[src/hdl/bpred_consts.svh]
`ifndef BPRED_CONSTS_SVH
`define BPRED_CONSTS_SVH

// Address and data width of the core
`define BPRED_XLEN 32

// Direct-mapped BTB geometry
`define BPRED_BTB_DEPTH 16
`define BPRED_BTB_IDX_W 4
// Index sits just above the word offset, pc[5:2]
`define BPRED_BTB_IDX_LSB 2
// Tag is every pc bit above the index
`define BPRED_BTB_TAG_W (`BPRED_XLEN - `BPRED_BTB_IDX_LSB - `BPRED_BTB_IDX_W)

// Return address stack entries, power of two
`define BPRED_RAS_DEPTH 4

`endif

[src/hdl/rv_inst_pkg.sv]
`default_nettype none

package rv_inst_pkg;

  // Control-flow class of the instruction sitting in EX
  typedef enum logic [1:0] {
    CLS_NONE   = 2'd0,
    CLS_BRANCH = 2'd1,
    CLS_JAL    = 2'd2,
    CLS_JALR   = 2'd3
  } inst_class_e;

  // Architectural register index
  typedef logic [4:0] reg_idx_t;

  localparam reg_idx_t REG_ZERO = 5'd0;
  // Link registers by the standard calling convention
  localparam reg_idx_t REG_RA = 5'd1;
  localparam reg_idx_t REG_T0 = 5'd5;

  // True when rd names one of the link registers
  function automatic logic is_link_reg(input reg_idx_t rd);
    return (rd == REG_RA) || (rd == REG_T0);
  endfunction

endpackage

`default_nettype wire

[src/hdl/bpred_pkg.sv]
`default_nettype none

package bpred_pkg;

  // 2-bit saturating counter, ordered so taken is the upper half
  typedef enum logic [1:0] {
    CTR_STRONG_NT = 2'd0,
    CTR_WEAK_NT   = 2'd1,
    CTR_WEAK_T    = 2'd2,
    CTR_STRONG_T  = 2'd3
  } ctr_e;

  // Counter predicts taken from weak taken upward
  function automatic logic ctr_taken(input ctr_e ctr);
    return ctr >= CTR_WEAK_T;
  endfunction

  // One saturating step toward the resolved outcome
  function automatic ctr_e ctr_step(input ctr_e ctr, input logic taken);
    ctr_e nxt;
    nxt = ctr;
    if (taken && (ctr != CTR_STRONG_T)) begin
      nxt = ctr_e'(ctr + 2'd1);
    end else if (!taken && (ctr != CTR_STRONG_NT)) begin
      nxt = ctr_e'(ctr - 2'd1);
    end
    return nxt;
  endfunction

  // Fresh entries start weak in the direction just seen
  function automatic ctr_e ctr_alloc(input logic taken);
    return taken ? CTR_WEAK_T : CTR_WEAK_NT;
  endfunction

endpackage

`default_nettype wire

[src/hdl/bpred_ex.sv]
`timescale 1ns/10ps
`default_nettype none

`include "bpred_consts.svh"

module bpred_ex (
  input  logic                     valid_ex,
  input  rv_inst_pkg::inst_class_e inst_class_ex,
  input  rv_inst_pkg::reg_idx_t    rd_ex,
  input  logic                     branch_taken_ex,
  input  logic [`BPRED_XLEN-1:0]   pc_ex,
  input  logic [`BPRED_XLEN-1:0]   jb_target_ex,
  input  logic                     bpred_taken_ex,
  input  logic [`BPRED_XLEN-1:0]   pred_target_ex,
  output logic                     btb_update_en,
  output logic [`BPRED_XLEN-1:0]   btb_update_pc,
  output logic [`BPRED_XLEN-1:0]   btb_update_target,
  output logic                     btb_update_taken,
  output logic                     btb_update_is_ret,
  output logic                     btb_update_is_jal,
  output logic                     ras_push,
  output logic                     ras_pop,
  output logic [`BPRED_XLEN-1:0]   ras_call_pc,
  output logic                     resolved_valid,
  output logic                     resolved_taken,
  output logic [`BPRED_XLEN-1:0]   resolved_target,
  output logic [`BPRED_XLEN-1:0]   resolved_pc,
  output logic                     resolved_pred_taken,
  output logic [`BPRED_XLEN-1:0]   resolved_pred_target
);
  import rv_inst_pkg::*;

  logic is_jal;
  logic is_jalr;
  logic is_ret;
  logic is_call;
  logic is_uncond;

  assign is_jal  = (inst_class_ex == CLS_JAL);
  assign is_jalr = (inst_class_ex == CLS_JALR);

  // JALR that discards the link is treated as a return
  assign is_ret = is_jalr && (rd_ex == REG_ZERO);
  // Any jump that writes ra or t0 is a call
  assign is_call = (is_jal || is_jalr) && is_link_reg(rd_ex);
  // Jumps always redirect, branches depend on the compare
  assign is_uncond = is_jal || is_jalr;

  // RAS follows the call/return convention
  assign ras_push    = valid_ex && is_call;
  assign ras_pop     = valid_ex && is_ret;
  assign ras_call_pc = pc_ex;

  // Plain indirect jumps stay out of the BTB, target is register based
  assign btb_update_en     = valid_ex && ((inst_class_ex == CLS_BRANCH) || is_jal || is_ret);
  assign btb_update_pc     = pc_ex;
  assign btb_update_target = jb_target_ex;
  assign btb_update_taken  = (is_jal || is_ret) ? 1'b1 : branch_taken_ex;
  assign btb_update_is_ret = is_ret;
  assign btb_update_is_jal = is_jal;

  // Actual outcome plus the prediction it carried, compared in MEM
  assign resolved_valid       = valid_ex && (inst_class_ex != CLS_NONE);
  assign resolved_taken       = is_uncond ? 1'b1 : branch_taken_ex;
  assign resolved_target      = jb_target_ex;
  assign resolved_pc          = pc_ex;
  assign resolved_pred_taken  = bpred_taken_ex;
  assign resolved_pred_target = pred_target_ex;

endmodule

`default_nettype wire

[src/hdl/bpred_btb.sv]
`timescale 1ns/10ps
`default_nettype none

`include "bpred_consts.svh"

module bpred_btb (
  input  logic                   clk,
  input  logic                   arst_n,
  input  logic [`BPRED_XLEN-1:0] fetch_pc,
  input  logic                   btb_update_en,
  input  logic [`BPRED_XLEN-1:0] btb_update_pc,
  input  logic [`BPRED_XLEN-1:0] btb_update_target,
  input  logic                   btb_update_taken,
  input  logic                   btb_update_is_ret,
  input  logic                   btb_update_is_jal,
  output logic                   btb_hit,
  output logic [`BPRED_XLEN-1:0] btb_target,
  output logic                   btb_taken,
  output logic                   btb_is_ret
);
  import bpred_pkg::*;

  localparam int XLEN    = `BPRED_XLEN;
  localparam int DEPTH   = `BPRED_BTB_DEPTH;
  localparam int IDX_W   = `BPRED_BTB_IDX_W;
  localparam int IDX_LSB = `BPRED_BTB_IDX_LSB;
  localparam int TAG_W   = `BPRED_BTB_TAG_W;

  // Only the valid bits are cleared, the rest is guarded by them
  logic [DEPTH-1:0] valid_q;
  logic [TAG_W-1:0] tag_q    [DEPTH];
  logic [XLEN-1:0]  target_q [DEPTH];
  ctr_e             ctr_q    [DEPTH];
  logic [DEPTH-1:0] is_ret_q;
  logic [DEPTH-1:0] is_jal_q;

  logic [IDX_W-1:0] rd_idx;
  logic [TAG_W-1:0] rd_tag;
  logic [IDX_W-1:0] wr_idx;
  logic [TAG_W-1:0] wr_tag;
  logic             wr_match;
  ctr_e             wr_ctr;

  // Fetch lookup, same cycle
  assign rd_idx = fetch_pc[IDX_LSB +: IDX_W];
  assign rd_tag = fetch_pc[XLEN-1 -: TAG_W];

  assign btb_hit    = valid_q[rd_idx] && (tag_q[rd_idx] == rd_tag);
  assign btb_target = target_q[rd_idx];
  // Unconditional jumps never predict not taken
  assign btb_taken  = is_jal_q[rd_idx] || ctr_taken(ctr_q[rd_idx]);
  assign btb_is_ret = is_ret_q[rd_idx];

  // Update side
  assign wr_idx   = btb_update_pc[IDX_LSB +: IDX_W];
  assign wr_tag   = btb_update_pc[XLEN-1 -: TAG_W];
  assign wr_match = valid_q[wr_idx] && (tag_q[wr_idx] == wr_tag);

  // Train the existing counter, or restart it on replacement
  always_comb begin
    if (wr_match) begin
      wr_ctr = ctr_step(ctr_q[wr_idx], btb_update_taken);
    end else begin
      wr_ctr = ctr_alloc(btb_update_taken);
    end
  end

  always_ff @(posedge clk or negedge arst_n) begin
    if (!arst_n) begin
      valid_q <= '0;
    end else if (btb_update_en) begin
      valid_q[wr_idx] <= 1'b1;
    end
  end

  // Tag, target and flags rewritten on every update
  always_ff @(posedge clk) begin
    if (btb_update_en) begin
      tag_q[wr_idx]    <= wr_tag;
      target_q[wr_idx] <= btb_update_target;
      ctr_q[wr_idx]    <= wr_ctr;
      is_ret_q[wr_idx] <= btb_update_is_ret;
      is_jal_q[wr_idx] <= btb_update_is_jal;
    end
  end

endmodule

`default_nettype wire

[src/hdl/bpred_ras.sv]
`timescale 1ns/10ps
`default_nettype none

`include "bpred_consts.svh"

module bpred_ras (
  input  logic                   clk,
  input  logic                   arst_n,
  input  logic                   ras_push,
  input  logic                   ras_pop,
  input  logic [`BPRED_XLEN-1:0] ras_call_pc,
  input  logic                   btb_hit,
  input  logic [`BPRED_XLEN-1:0] btb_target,
  input  logic                   btb_taken,
  input  logic                   btb_is_ret,
  output logic                   pred_taken,
  output logic [`BPRED_XLEN-1:0] pred_target
);
  localparam int XLEN  = `BPRED_XLEN;
  localparam int DEPTH = `BPRED_RAS_DEPTH;
  localparam int PTR_W = $clog2(DEPTH);
  localparam int CNT_W = $clog2(DEPTH + 1);

  logic [XLEN-1:0]  stack_q [DEPTH];
  // Points at the current top entry
  logic [PTR_W-1:0] top_q;
  logic [CNT_W-1:0] count_q;
  logic [PTR_W-1:0] push_ptr;
  logic             empty;

  // Pointer wraps, so a push when full overwrites the oldest entry
  assign push_ptr = top_q + 1'b1;
  assign empty    = (count_q == '0);

  always_ff @(posedge clk or negedge arst_n) begin
    if (!arst_n) begin
      top_q   <= '0;
      count_q <= '0;
    end else if (ras_push) begin
      top_q <= push_ptr;
      // Depth saturates, older entries are silently lost
      if (count_q != CNT_W'(DEPTH)) begin
        count_q <= count_q + 1'b1;
      end
    end else if (ras_pop && !empty) begin
      top_q   <= top_q - 1'b1;
      count_q <= count_q - 1'b1;
    end
  end

  // Return address is the instruction after the call
  always_ff @(posedge clk) begin
    if (ras_push) begin
      stack_q[push_ptr] <= ras_call_pc + XLEN'(4);
    end
  end

  assign pred_taken = btb_hit && btb_taken;
  // Stack overrides the stored target for return hits
  assign pred_target = (btb_hit && btb_is_ret && !empty) ? stack_q[top_q] : btb_target;

endmodule

`default_nettype wire

[src/hdl/bpred_mem.sv]
`timescale 1ns/10ps
`default_nettype none

`include "bpred_consts.svh"

module bpred_mem (
  input  logic                   clk,
  input  logic                   arst_n,
  input  logic                   resolved_valid,
  input  logic                   resolved_taken,
  input  logic [`BPRED_XLEN-1:0] resolved_target,
  input  logic [`BPRED_XLEN-1:0] resolved_pc,
  input  logic                   resolved_pred_taken,
  input  logic [`BPRED_XLEN-1:0] resolved_pred_target,
  output logic                   mispredicted_mem,
  output logic [`BPRED_XLEN-1:0] redirect_pc_mem
);
  localparam int XLEN = `BPRED_XLEN;

  // EX/MEM register
  logic            valid_q;
  logic            taken_q;
  logic            pred_taken_q;
  logic [XLEN-1:0] target_q;
  logic [XLEN-1:0] pc_q;
  logic [XLEN-1:0] pred_target_q;

  logic dir_miss;
  logic tgt_miss;

  always_ff @(posedge clk or negedge arst_n) begin
    if (!arst_n) begin
      valid_q <= 1'b0;
    end else begin
      valid_q <= resolved_valid;
    end
  end

  // Payload only means something while valid_q is set
  always_ff @(posedge clk) begin
    taken_q       <= resolved_taken;
    pred_taken_q  <= resolved_pred_taken;
    target_q      <= resolved_target;
    pc_q          <= resolved_pc;
    pred_target_q <= resolved_pred_target;
  end

  // Direction disagreed
  assign dir_miss = (taken_q != pred_taken_q);
  // Both taken but to different places
  assign tgt_miss = taken_q && pred_taken_q && (target_q != pred_target_q);

  // Strobe lasts one cycle since valid_q follows the EX strobe
  assign mispredicted_mem = valid_q && (dir_miss || tgt_miss);

  // Correct path: target when taken, else fall through
  assign redirect_pc_mem = taken_q ? target_q : pc_q + XLEN'(4);

endmodule

`default_nettype wire

[src/hdl/bpred_top.sv]
`timescale 1ns/10ps
`default_nettype none

`include "bpred_consts.svh"

module bpred_top (
  input  logic                     clk,
  input  logic                     arst_n,
  input  logic [`BPRED_XLEN-1:0]   fetch_pc,
  output logic                     pred_taken,
  output logic [`BPRED_XLEN-1:0]   pred_target,
  input  logic                     valid_ex,
  input  rv_inst_pkg::inst_class_e inst_class_ex,
  input  rv_inst_pkg::reg_idx_t    rd_ex,
  input  logic                     branch_taken_ex,
  input  logic [`BPRED_XLEN-1:0]   pc_ex,
  input  logic [`BPRED_XLEN-1:0]   jb_target_ex,
  input  logic                     bpred_taken_ex,
  input  logic [`BPRED_XLEN-1:0]   pred_target_ex,
  output logic                     mispredicted_mem,
  output logic [`BPRED_XLEN-1:0]   redirect_pc_mem
);
  // EX to BTB
  logic                   btb_update_en;
  logic [`BPRED_XLEN-1:0] btb_update_pc;
  logic [`BPRED_XLEN-1:0] btb_update_target;
  logic                   btb_update_taken;
  logic                   btb_update_is_ret;
  logic                   btb_update_is_jal;
  // EX to RAS
  logic                   ras_push;
  logic                   ras_pop;
  logic [`BPRED_XLEN-1:0] ras_call_pc;
  // EX to MEM
  logic                   resolved_valid;
  logic                   resolved_taken;
  logic [`BPRED_XLEN-1:0] resolved_target;
  logic [`BPRED_XLEN-1:0] resolved_pc;
  logic                   resolved_pred_taken;
  logic [`BPRED_XLEN-1:0] resolved_pred_target;
  // BTB lookup into target selection
  logic                   btb_hit;
  logic [`BPRED_XLEN-1:0] btb_target;
  logic                   btb_taken;
  logic                   btb_is_ret;

  bpred_ex i_ex (.*);

  bpred_btb i_btb (.*);

  // RAS also picks the final fetch target
  bpred_ras i_ras (.*);

  bpred_mem i_mem (.*);

endmodule

`default_nettype wire

[config.mk]
export PLATFORM = sky130hd
export DESIGN_NAME = bpred_top
export DESIGN_NICKNAME = d
export VERILOG_FILES = /design/src/hdl/rv_inst_pkg.sv /design/src/hdl/bpred_pkg.sv /design/src/hdl/bpred_ex.sv /design/src/hdl/bpred_btb.sv /design/src/hdl/bpred_ras.sv /design/src/hdl/bpred_mem.sv /design/src/hdl/bpred_top.sv
export VERILOG_INCLUDE_DIRS = /design/src /design/src/hdl
export SDC_FILE = /design/constraint.sdc
export NUM_CORES = 1
export LEC_CHECK = 0
export BUFFER_PORTS_ARGS = -buffer_cell sky130_fd_sc_hd__buf_2
export CORE_MARGIN = 8
export CORE_UTILIZATION = 57
export CTS_BUF_LIST = sky130_fd_sc_hd__clkbuf_8
export DETAILED_ROUTE_END_ITERATION = 10
export PLACE_DENSITY_LB_ADDON = 0.3
export SYNTH_ARGS = -nofsm -noshare
export SYNTH_HDL_FRONTEND = slang
export SYNTH_SLANG_ARGS = --single-unit
export TNS_END_PERCENT = 30
[constraint.sdc]
create_clock -name clk -period 3.96 [get_ports clk]
set_input_delay 0.396 -clock clk [delete_from_list [all_inputs] [get_ports clk]]
set_output_delay 0.396 -clock clk [all_outputs]
set_load 0.02 [all_outputs]
==> summary.txt, run 1 <==
Run status
  • Status: finished with violations
  • Failing checks: setup timing

CTS
  • TritonCTS Buffers: between 150 and 200
  • Skew-Pair Late Insertion Delay: a little under 900 ps
  • Clk slew on worst S/H paths: 60 ps
  • H-tree depth: 4
  • CTS sink count: 1,240
  • CTS tree: yes
  • Root buf cell: clkbuf_8
  • Max Root-Sink Buffers: 3

Floorplan
  • Core Area: ~90,000 sq um
  • Total Die Area: between 100,000 and 150,000 sq um
  • Num ports: 206
  • Initial Util: roughly 58%
  • FP Rows: 110
  • Die H: 318 um
  • Die X: 318 um

Routing
  • Vias: 29,800
  • Final WL: 146,000 um
  • Drt first pass iters: 8
  • Avg Vias per Cell: around 6.6
  • Routed Antenna Nets: 0
  • Per-cell routed wire length: 32.2 um
  • # DRC: 0
  • DRT iter0 DRCs: between 3,000 and 4,000

STA
  • RSZ-0062 raised after global routing: true
  • Skew final: 63.5 ps
  • Final Slew Violations: 0
  • Period Utilization, post-route: 120%
  • Setup violations, final: 33
  • Crit path time final: ~4700 ps
  • Max_slew headroom: around 28%
  • Final hold viol count: 0
  • Fin Hold WS: 156 ps
  • Final worst slack: -790 ps
  • Worst slew pin tran: roughly 1100 ps
  • FMAX: 0.211 GHz

Placement
  • HPWL Detailed: 92,900 um
  • PortBufs: 203
  • Cells after DPL: 4,057
  • RePlAce Congestion: 0.942

Synthesis
  • Seq/Total Area, Yosys: 69.6%
  • Mapped Area: 51,900 sq um
  • #FFs+latches synth: between 1,000 and 1,500
  • Cell taking the most area after synthesis: edfxtp_1
  • Top post-synthesis cells by area: edfxtp_1, mux4_2, dfxtp_1
  • Syn_nets: 2,760
  • Share of the synthesized area in the top cell type: 64.7%
  • Cell variety after synth: 74
  • Mapped Cells: 2,604
  • Syn. warnings: 0
  • Synthesized area per cell: ~20 sq um
  • Post-synth EDFFs: roughly 1,100
  • Ys async rst share: 1.77%
  • Main synth FF type: edfxtp_1

Pwr
  • Worst VDD drop: 0.400 mV
  • P_leak: around 21 nW
  • Total power: between 0.02 and 0.03 W
  • Pwr Density: between 400 and 500 nW/um^2

Min path
  • Worst min path class: in2async

Finish
  • # nets final: between 3,000 and 4,000
  • Most frequent cells in the layout: edfxtp_1, mux4_2, clkbuf_8
  • Core Util, Final: around two thirds
  • Post-Layout Cell Count: 4,533
  • Most common cell after layout, fill and taps aside: edfxtp_1
  • Area grow syn2layout: 17.5%
  • Share of cells above drive strength 1: 35.5%

Setup path
  • RR Startpoint: i_btb.tag_q[9][3]
  • WP data required: 3560 ps
  • CP Max Fanout: 7
  • CP Class: reg2out
  • Critical path endpoint category: output pin
  • Worst Setup Start Kind: register
  • Worst Setup SP: i_btb.tag_q[11][19]
  • WP data arrival: about 4400 ps

GRT
  • Pin count of the biggest net entering global routing: 69
  • GR Overflow Total: 0
  • Vias in the first global route: 30,600
  • First-pass GRT wire length: 211,000 um
  • GR Util All Layers: between 20% and 30%
  • Antenna violations before repair: 5

Flow run
  • Max-cap violations: 0
## what timing repair did
item,in CTS,in global routing
setup buffers,4,2
endpoints found under the hold margin,783,0
cloned,1,1
setup endpoints to repair,39,72
hold buffers,101,0
resized for setup,60,29
pin swaps,4,3
## Yosys cell counts, types with 4 or more instances
library cell,count
mux4_1,5
or2_2,16
nand2_1,95
a22o_1,6
and3_1,16
buf_6,4
and2_1,10
mux4_2,409
nand4_1,29
ha_1,15
nor3_1,27
buf_2,25
nor2b_1,13
buf_1,27
nor2_1,64
a211oi_1,10
clkbuf_1,70
dfxtp_1,98
o21ai_0,48
xor2_1,35
inv_1,24
mux2_4,30
and4_1,4
dfrtp_1,22
buf_4,15
nor4_1,10
a21oi_1,28
a22oi_1,28
xnor2_1,106
mux2_2,11
or3_1,4
nand2b_1,5
edfxtp_1,1120
mux2i_1,87
a31oi_1,7
nand3_1,23
## where the power goes
group	leakage [nW]	total, W	internal (W)	switching, W
clock network	2.10	0.0102	0.00508	0.00509
logic	7.54	0.00324	0.00147	0.00177
registers	11.1	0.0147	0.0145	0.000168
## metal layers
metal  track usage, %  wire length (um)
met1             39.5             53700
met2             45.7             70100
met3             6.11             17400
met4             10.4              4960
met5                0                 7
## registers in the layout, indices dropped and copies added, names as in the netlist, 32 cells and up
register             cells
i_btb.tag_q            416
i_mem.pc_q              32
i_btb.target_q         512
i_mem.target_q          32
i_btb.ctr_q             32
i_mem.pred_target_q     32
i_ras.stack_q          128
## metrics by stage
stage / area (sq um) / setup slack (ps) / setup TNS [ps]
floorplan: 52000 / -861 / -694480
global placement: 55900 / -336 / -12660
detailed placement: 55900 / -483 / -18210
CTS: 60900 / -847 / -26080
global route: 61000 / -907 / -28020
finish: 61000 / -790 / -23830
## critical path: stages, from the launching register on
cell and delay, ps:
edfxtp_1 400, mux4_2 460, mux4_2 510, xnor2_2 210, nand2_1 110, or3b_4 390
nor4b_4 270, and4b_4 320, buf_12 200, clkbuf_16 180, mux2_4 300, buf_6 130
## worst paths after layout
check / slack [ps] / endpoint / cells after the start
worst max-delay path: -790 / pred_target[18] / 11
worst min-delay path: 160 / i_btb.valid_q[4] / 2
worst max register to register: 530 / i_btb.ctr_q[6][1] / 12
worst min register to register: 500 / i_btb.valid_q[11] / 1
max in group asynchronous: 3340 / i_ras.top_q[0] / 2
min in group clk: 160 / i_mem.pc_q[4] / 2
## cell type report
type | instances | area (sq um)
diodes | 5 | 12.5
clock buffers | 203 | 2790
clock inverters | 160 | 875
fillers | 5671 | 29100
inverters | 25 | 93.8
multi-input cells | 1194 | 15200
flip-flops and latches | 1240 | 36100
well taps | 1176 | 1470
repair buffers | 530 | 4440
## cells by family (layout without fill, tap and decap cells)
logic type	after synthesis	after routing	synth area share [%]
fa+ha+maj	16	16	0.400
simple gates	328	328	3.15
buf+inv	170	918	1.57
xor+xnor	143	143	2.44
mux	542	542	20.8
compound gates	165	165	2.10
other cells	0	5	0
flops	1240	1240	69.6
Power figures use the tool's default switching activity.
==> run 2, diff against run 1 <==
--- a/config.mk
+++ b/config.mk
@@ -8,7 +8,7 @@
 export LEC_CHECK = 0
 export BUFFER_PORTS_ARGS = -buffer_cell sky130_fd_sc_hd__buf_2
 export CORE_MARGIN = 8
-export CORE_UTILIZATION = 57
+export CORE_UTILIZATION = 35
 export CTS_BUF_LIST = sky130_fd_sc_hd__clkbuf_8
 export DETAILED_ROUTE_END_ITERATION = 10
 export PLACE_DENSITY_LB_ADDON = 0.3
==> run 2 against run 1 <==
Effect of this change:
- the run still ends with setup timing left
- via count decreased by 2.4%
- total power increased by 4.4%
- non-clock buffer count increased by 39
- critical endpoint is now pred_target[21]
- largest cell class unchanged
- largest power group unchanged
==> summary.txt, run 2 (synthesis gave the netlist of run 1 again) <==
Run status
  • Status: finished with violations
  • Failing checks: setup timing

STA
  • Final worst slack: -899 ps (-110 ps)
  • Fin Hold WS: 96.5 ps (-59.1 ps)
  • Setup violations, final: 33 (unchanged)
  • FMAX: 0.206 GHz (-2.3%)
  • Max_slew headroom: 31.1% (+3.4 points)
  • RSZ-0062 raised after global routing: true
  • Final hold viol count: 0 (unchanged)
  • Worst slew pin tran: 1030 ps (-50.9 ps)
  • Crit path time final: 4860 ps (+110 ps)
  • Period Utilization, post-route: 123% (+2.8 points)
  • Skew final: 55.5 ps (-8.06 ps)
  • Final Slew Violations: 0 (unchanged)

Pwr
  • Pwr Density: 467 nW/um^2 (+1.3%)
  • Clock power frac: 38.3% (+2.1 points)
  • Comb power frac: 11.3% (-0.2 points)
  • Sequential Power Share: 50.4% (-1.9 points)
  • Sw Ratio: 24.7% (-0.25 points)
  • Worst VDD drop: 0.301 mV (-25%)
  • Switch Pwr: 0.00726 W (+3.4%)
  • Total power: 0.0294 W (+4.4%)
  • Internal: 0.0221 W (+4.8%)
  • P_leak: 21.2 nW (+2.3%)

Placement
  • Placed inst area: 57,200 sq um (+2.3%)
  • PortBufs: 203 (unchanged)
  • RePlAce Congestion: 0.885 (-6.1%)
  • HPWL Detailed: 102,000 um (+10%)
  • Cells after DPL: 4,831 (+19%)

Floorplan
  • FP Rows: 141 (+28%)
  • Core Area: 147,000 sq um (+64%)
  • Num ports: 206 (unchanged)
  • Total Die Area: 161,000 sq um (+59%)
  • Die X: 401 um (+26%)
  • Initial Util: 35.2% (-22 points)
  • Die H: 401 um (+26%)

Routing
  • Drt first pass iters: 5 (-3)
  • Vias: 29,000 (-2.4%)
  • DRT iter0 DRCs: 3,085 (-18%)
  • # DRC: 0 (unchanged)
  • Final WL: 158,000 um (+8.0%)
  • Per-cell routed wire length: 29.5 um (-8.4%)
  • Routed Antenna Nets: 0 (unchanged)
  • Avg Vias per Cell: 5.43 (-17%)

Flow run
  • Max-cap violations: 0 (unchanged)

GRT
  • M1 GR Usage: 26.3% (-13 points)
  • GR Util All Layers: 19.2% (-9.5 points)
  • Global routing usage on met2: 30.8% (-15 points)
  • Busiest layer in global routing: met2
  • Pin count of the biggest net entering global routing: 80 (+16%)
  • Met3 GRT Util: 4.74% (-1.4 points)
  • Vias in the first global route: 29,800 (-2.7%)
  • First-pass GRT wire length: 223,000 um (+5.8%)
  • GR Overflow Total: 0 (unchanged)
  • Antenna violations before repair: 13 (+8)

Setup path
  • WP data arrival: 4460 ps (+110 ps)
  • CP Class: reg2out
  • WP data required: 3560 ps (about the same)
  • Critical path endpoint category: output pin
  • Worst Setup Start Kind: register
  • CP Max Fanout: 6 (-1)

CTS
  • CTS sink count: 1,240 (unchanged)
  • Skew-Pair Late Insertion Delay: 920 ps (+40 ps)
  • TritonCTS Buffers: 201 (+3.6%)
  • Root buf cell: clkbuf_8
  • CTS tree: yes
  • Clk slew on worst S/H paths: 60 ps (about the same)
  • H-tree depth: 4 (unchanged)
  • Max Root-Sink Buffers: 3 (unchanged)

Min path
  • Worst min path class: in2reg

Finish
  • Area grow syn2layout: 21.1%
  • Non-Filler Cell Area, Final: 62,900 sq um (+3.1%)
  • # nets final: 3,387 (+1.4%)
  • Most frequent cells in the layout: edfxtp_1, mux4_2, clkbuf_8
  • Max FFs per register: 512 (unchanged)
  • Share of cells above drive strength 1: 37.2% (+1.7 points)
  • Post-Layout Cell Count: 5,344 (+18%)
  • Core Util, Final: 42.7% (-25 points)
  • Biggest regs: i_btb.target_q: 512 flops, i_btb.tag_q: 416 flops, i_ras.stack_q: 128 flops
  • Largest Register: i_btb.target_q
  • Fill cells: 12,900 (+130%)
  • Most common cell after layout, fill and taps aside: edfxtp_1
==> run 2: changes by cell type in the layout (fill, tap and decap cells not counted), moves of 4 or more <==
cell	delta
buf_4	+16
and2_1	-4
and2_2	+4
clkinv_1	-26
dlygate4sd3_1	+8
diode_2	+4
clkbuf_8	+30
clkinv_2	-5
inv_1	+8
bufinv_16	+5
buf_12	+15
==> run 2: power groups by stage <==
stage                     clock (W)  sequential [W]  combinational (W)
after floorplan                   0          0.0149            0.00182
after global placement            0          0.0151            0.00317
after detailed placement          0          0.0151            0.00317
after CTS                    0.0115          0.0148            0.00334
after global routing         0.0120          0.0148            0.00349
final                        0.0112          0.0148            0.00332
==> run 2: through the flow <==
step	TNS [ps]	setup slack, ps
global placement	-12630	-393
detailed placement	-10440	-354
CTS	-32580	-1030
global route	-32700	-1030
floorplan	-694480	-861
finish	-28010	-899
==> run 2: cell type report <==
class	count	area (sq um)	area share, %
Multi-Input combinational cell	1194	15200	24.2
Clock buffer	233	3210	5.10
Clock inverter	144	926	1.47
Sequential cell	1240	36100	57.5
Antenna cell	9	22.5	0.0358
Inverter	25	93.8	0.149
Tap cell	1930	2410	3.84
Timing Repair Buffer	569	4900	7.80
==> run 2: routing by layer <==
layer | wire length (um) | up-vias
li1 | - | 12100
met1 | 66500 | 15500
met2 | 75100 | 1240
met3 | 12500 | 230
met4 | 3540 | 2
met5 | 155 | -
==> run 2: path summary, 6_finish.rpt <==
kind,start,end,slack [ps],cells after the start
setup / recovery,i_btb.tag_q[5][19],pred_target[21],-900,12
hold / removal,pred_target_ex[23],i_mem.pred_target_q[23],100,2
setup reg to reg,i_btb.tag_q[15][17],i_btb.ctr_q[2][1],340,11
hold reg to reg,i_btb.valid_q[14],i_btb.valid_q[14],490,1
max in group asynchronous,arst_n,i_ras.top_q[1],3350,2
min in group asynchronous,arst_n,i_btb.valid_q[8],130,2
==> run 2: worst max-delay path, stage by stage, from the launching register on <==
cell and delay (ps):
edfxtp_1 400, mux4_2 490, mux4_2 490, xnor2_2 190, nand2_1 90, or3b_4 390, nor4b_4 230, buf_4 170
and4b_4 280, buf_12 170, buf_6 170, mux2_4 320, buf_6 130
==> run 2: timing repair <==
action	4_1_cts	5_1_grt
resized for setup	74	19
endpoints found under the hold margin	965	0
gates cloned	2	0
pin swaps	6	4
setup buffers	18	1
endpoints found under the setup margin	46	42
hold buffers	109	0
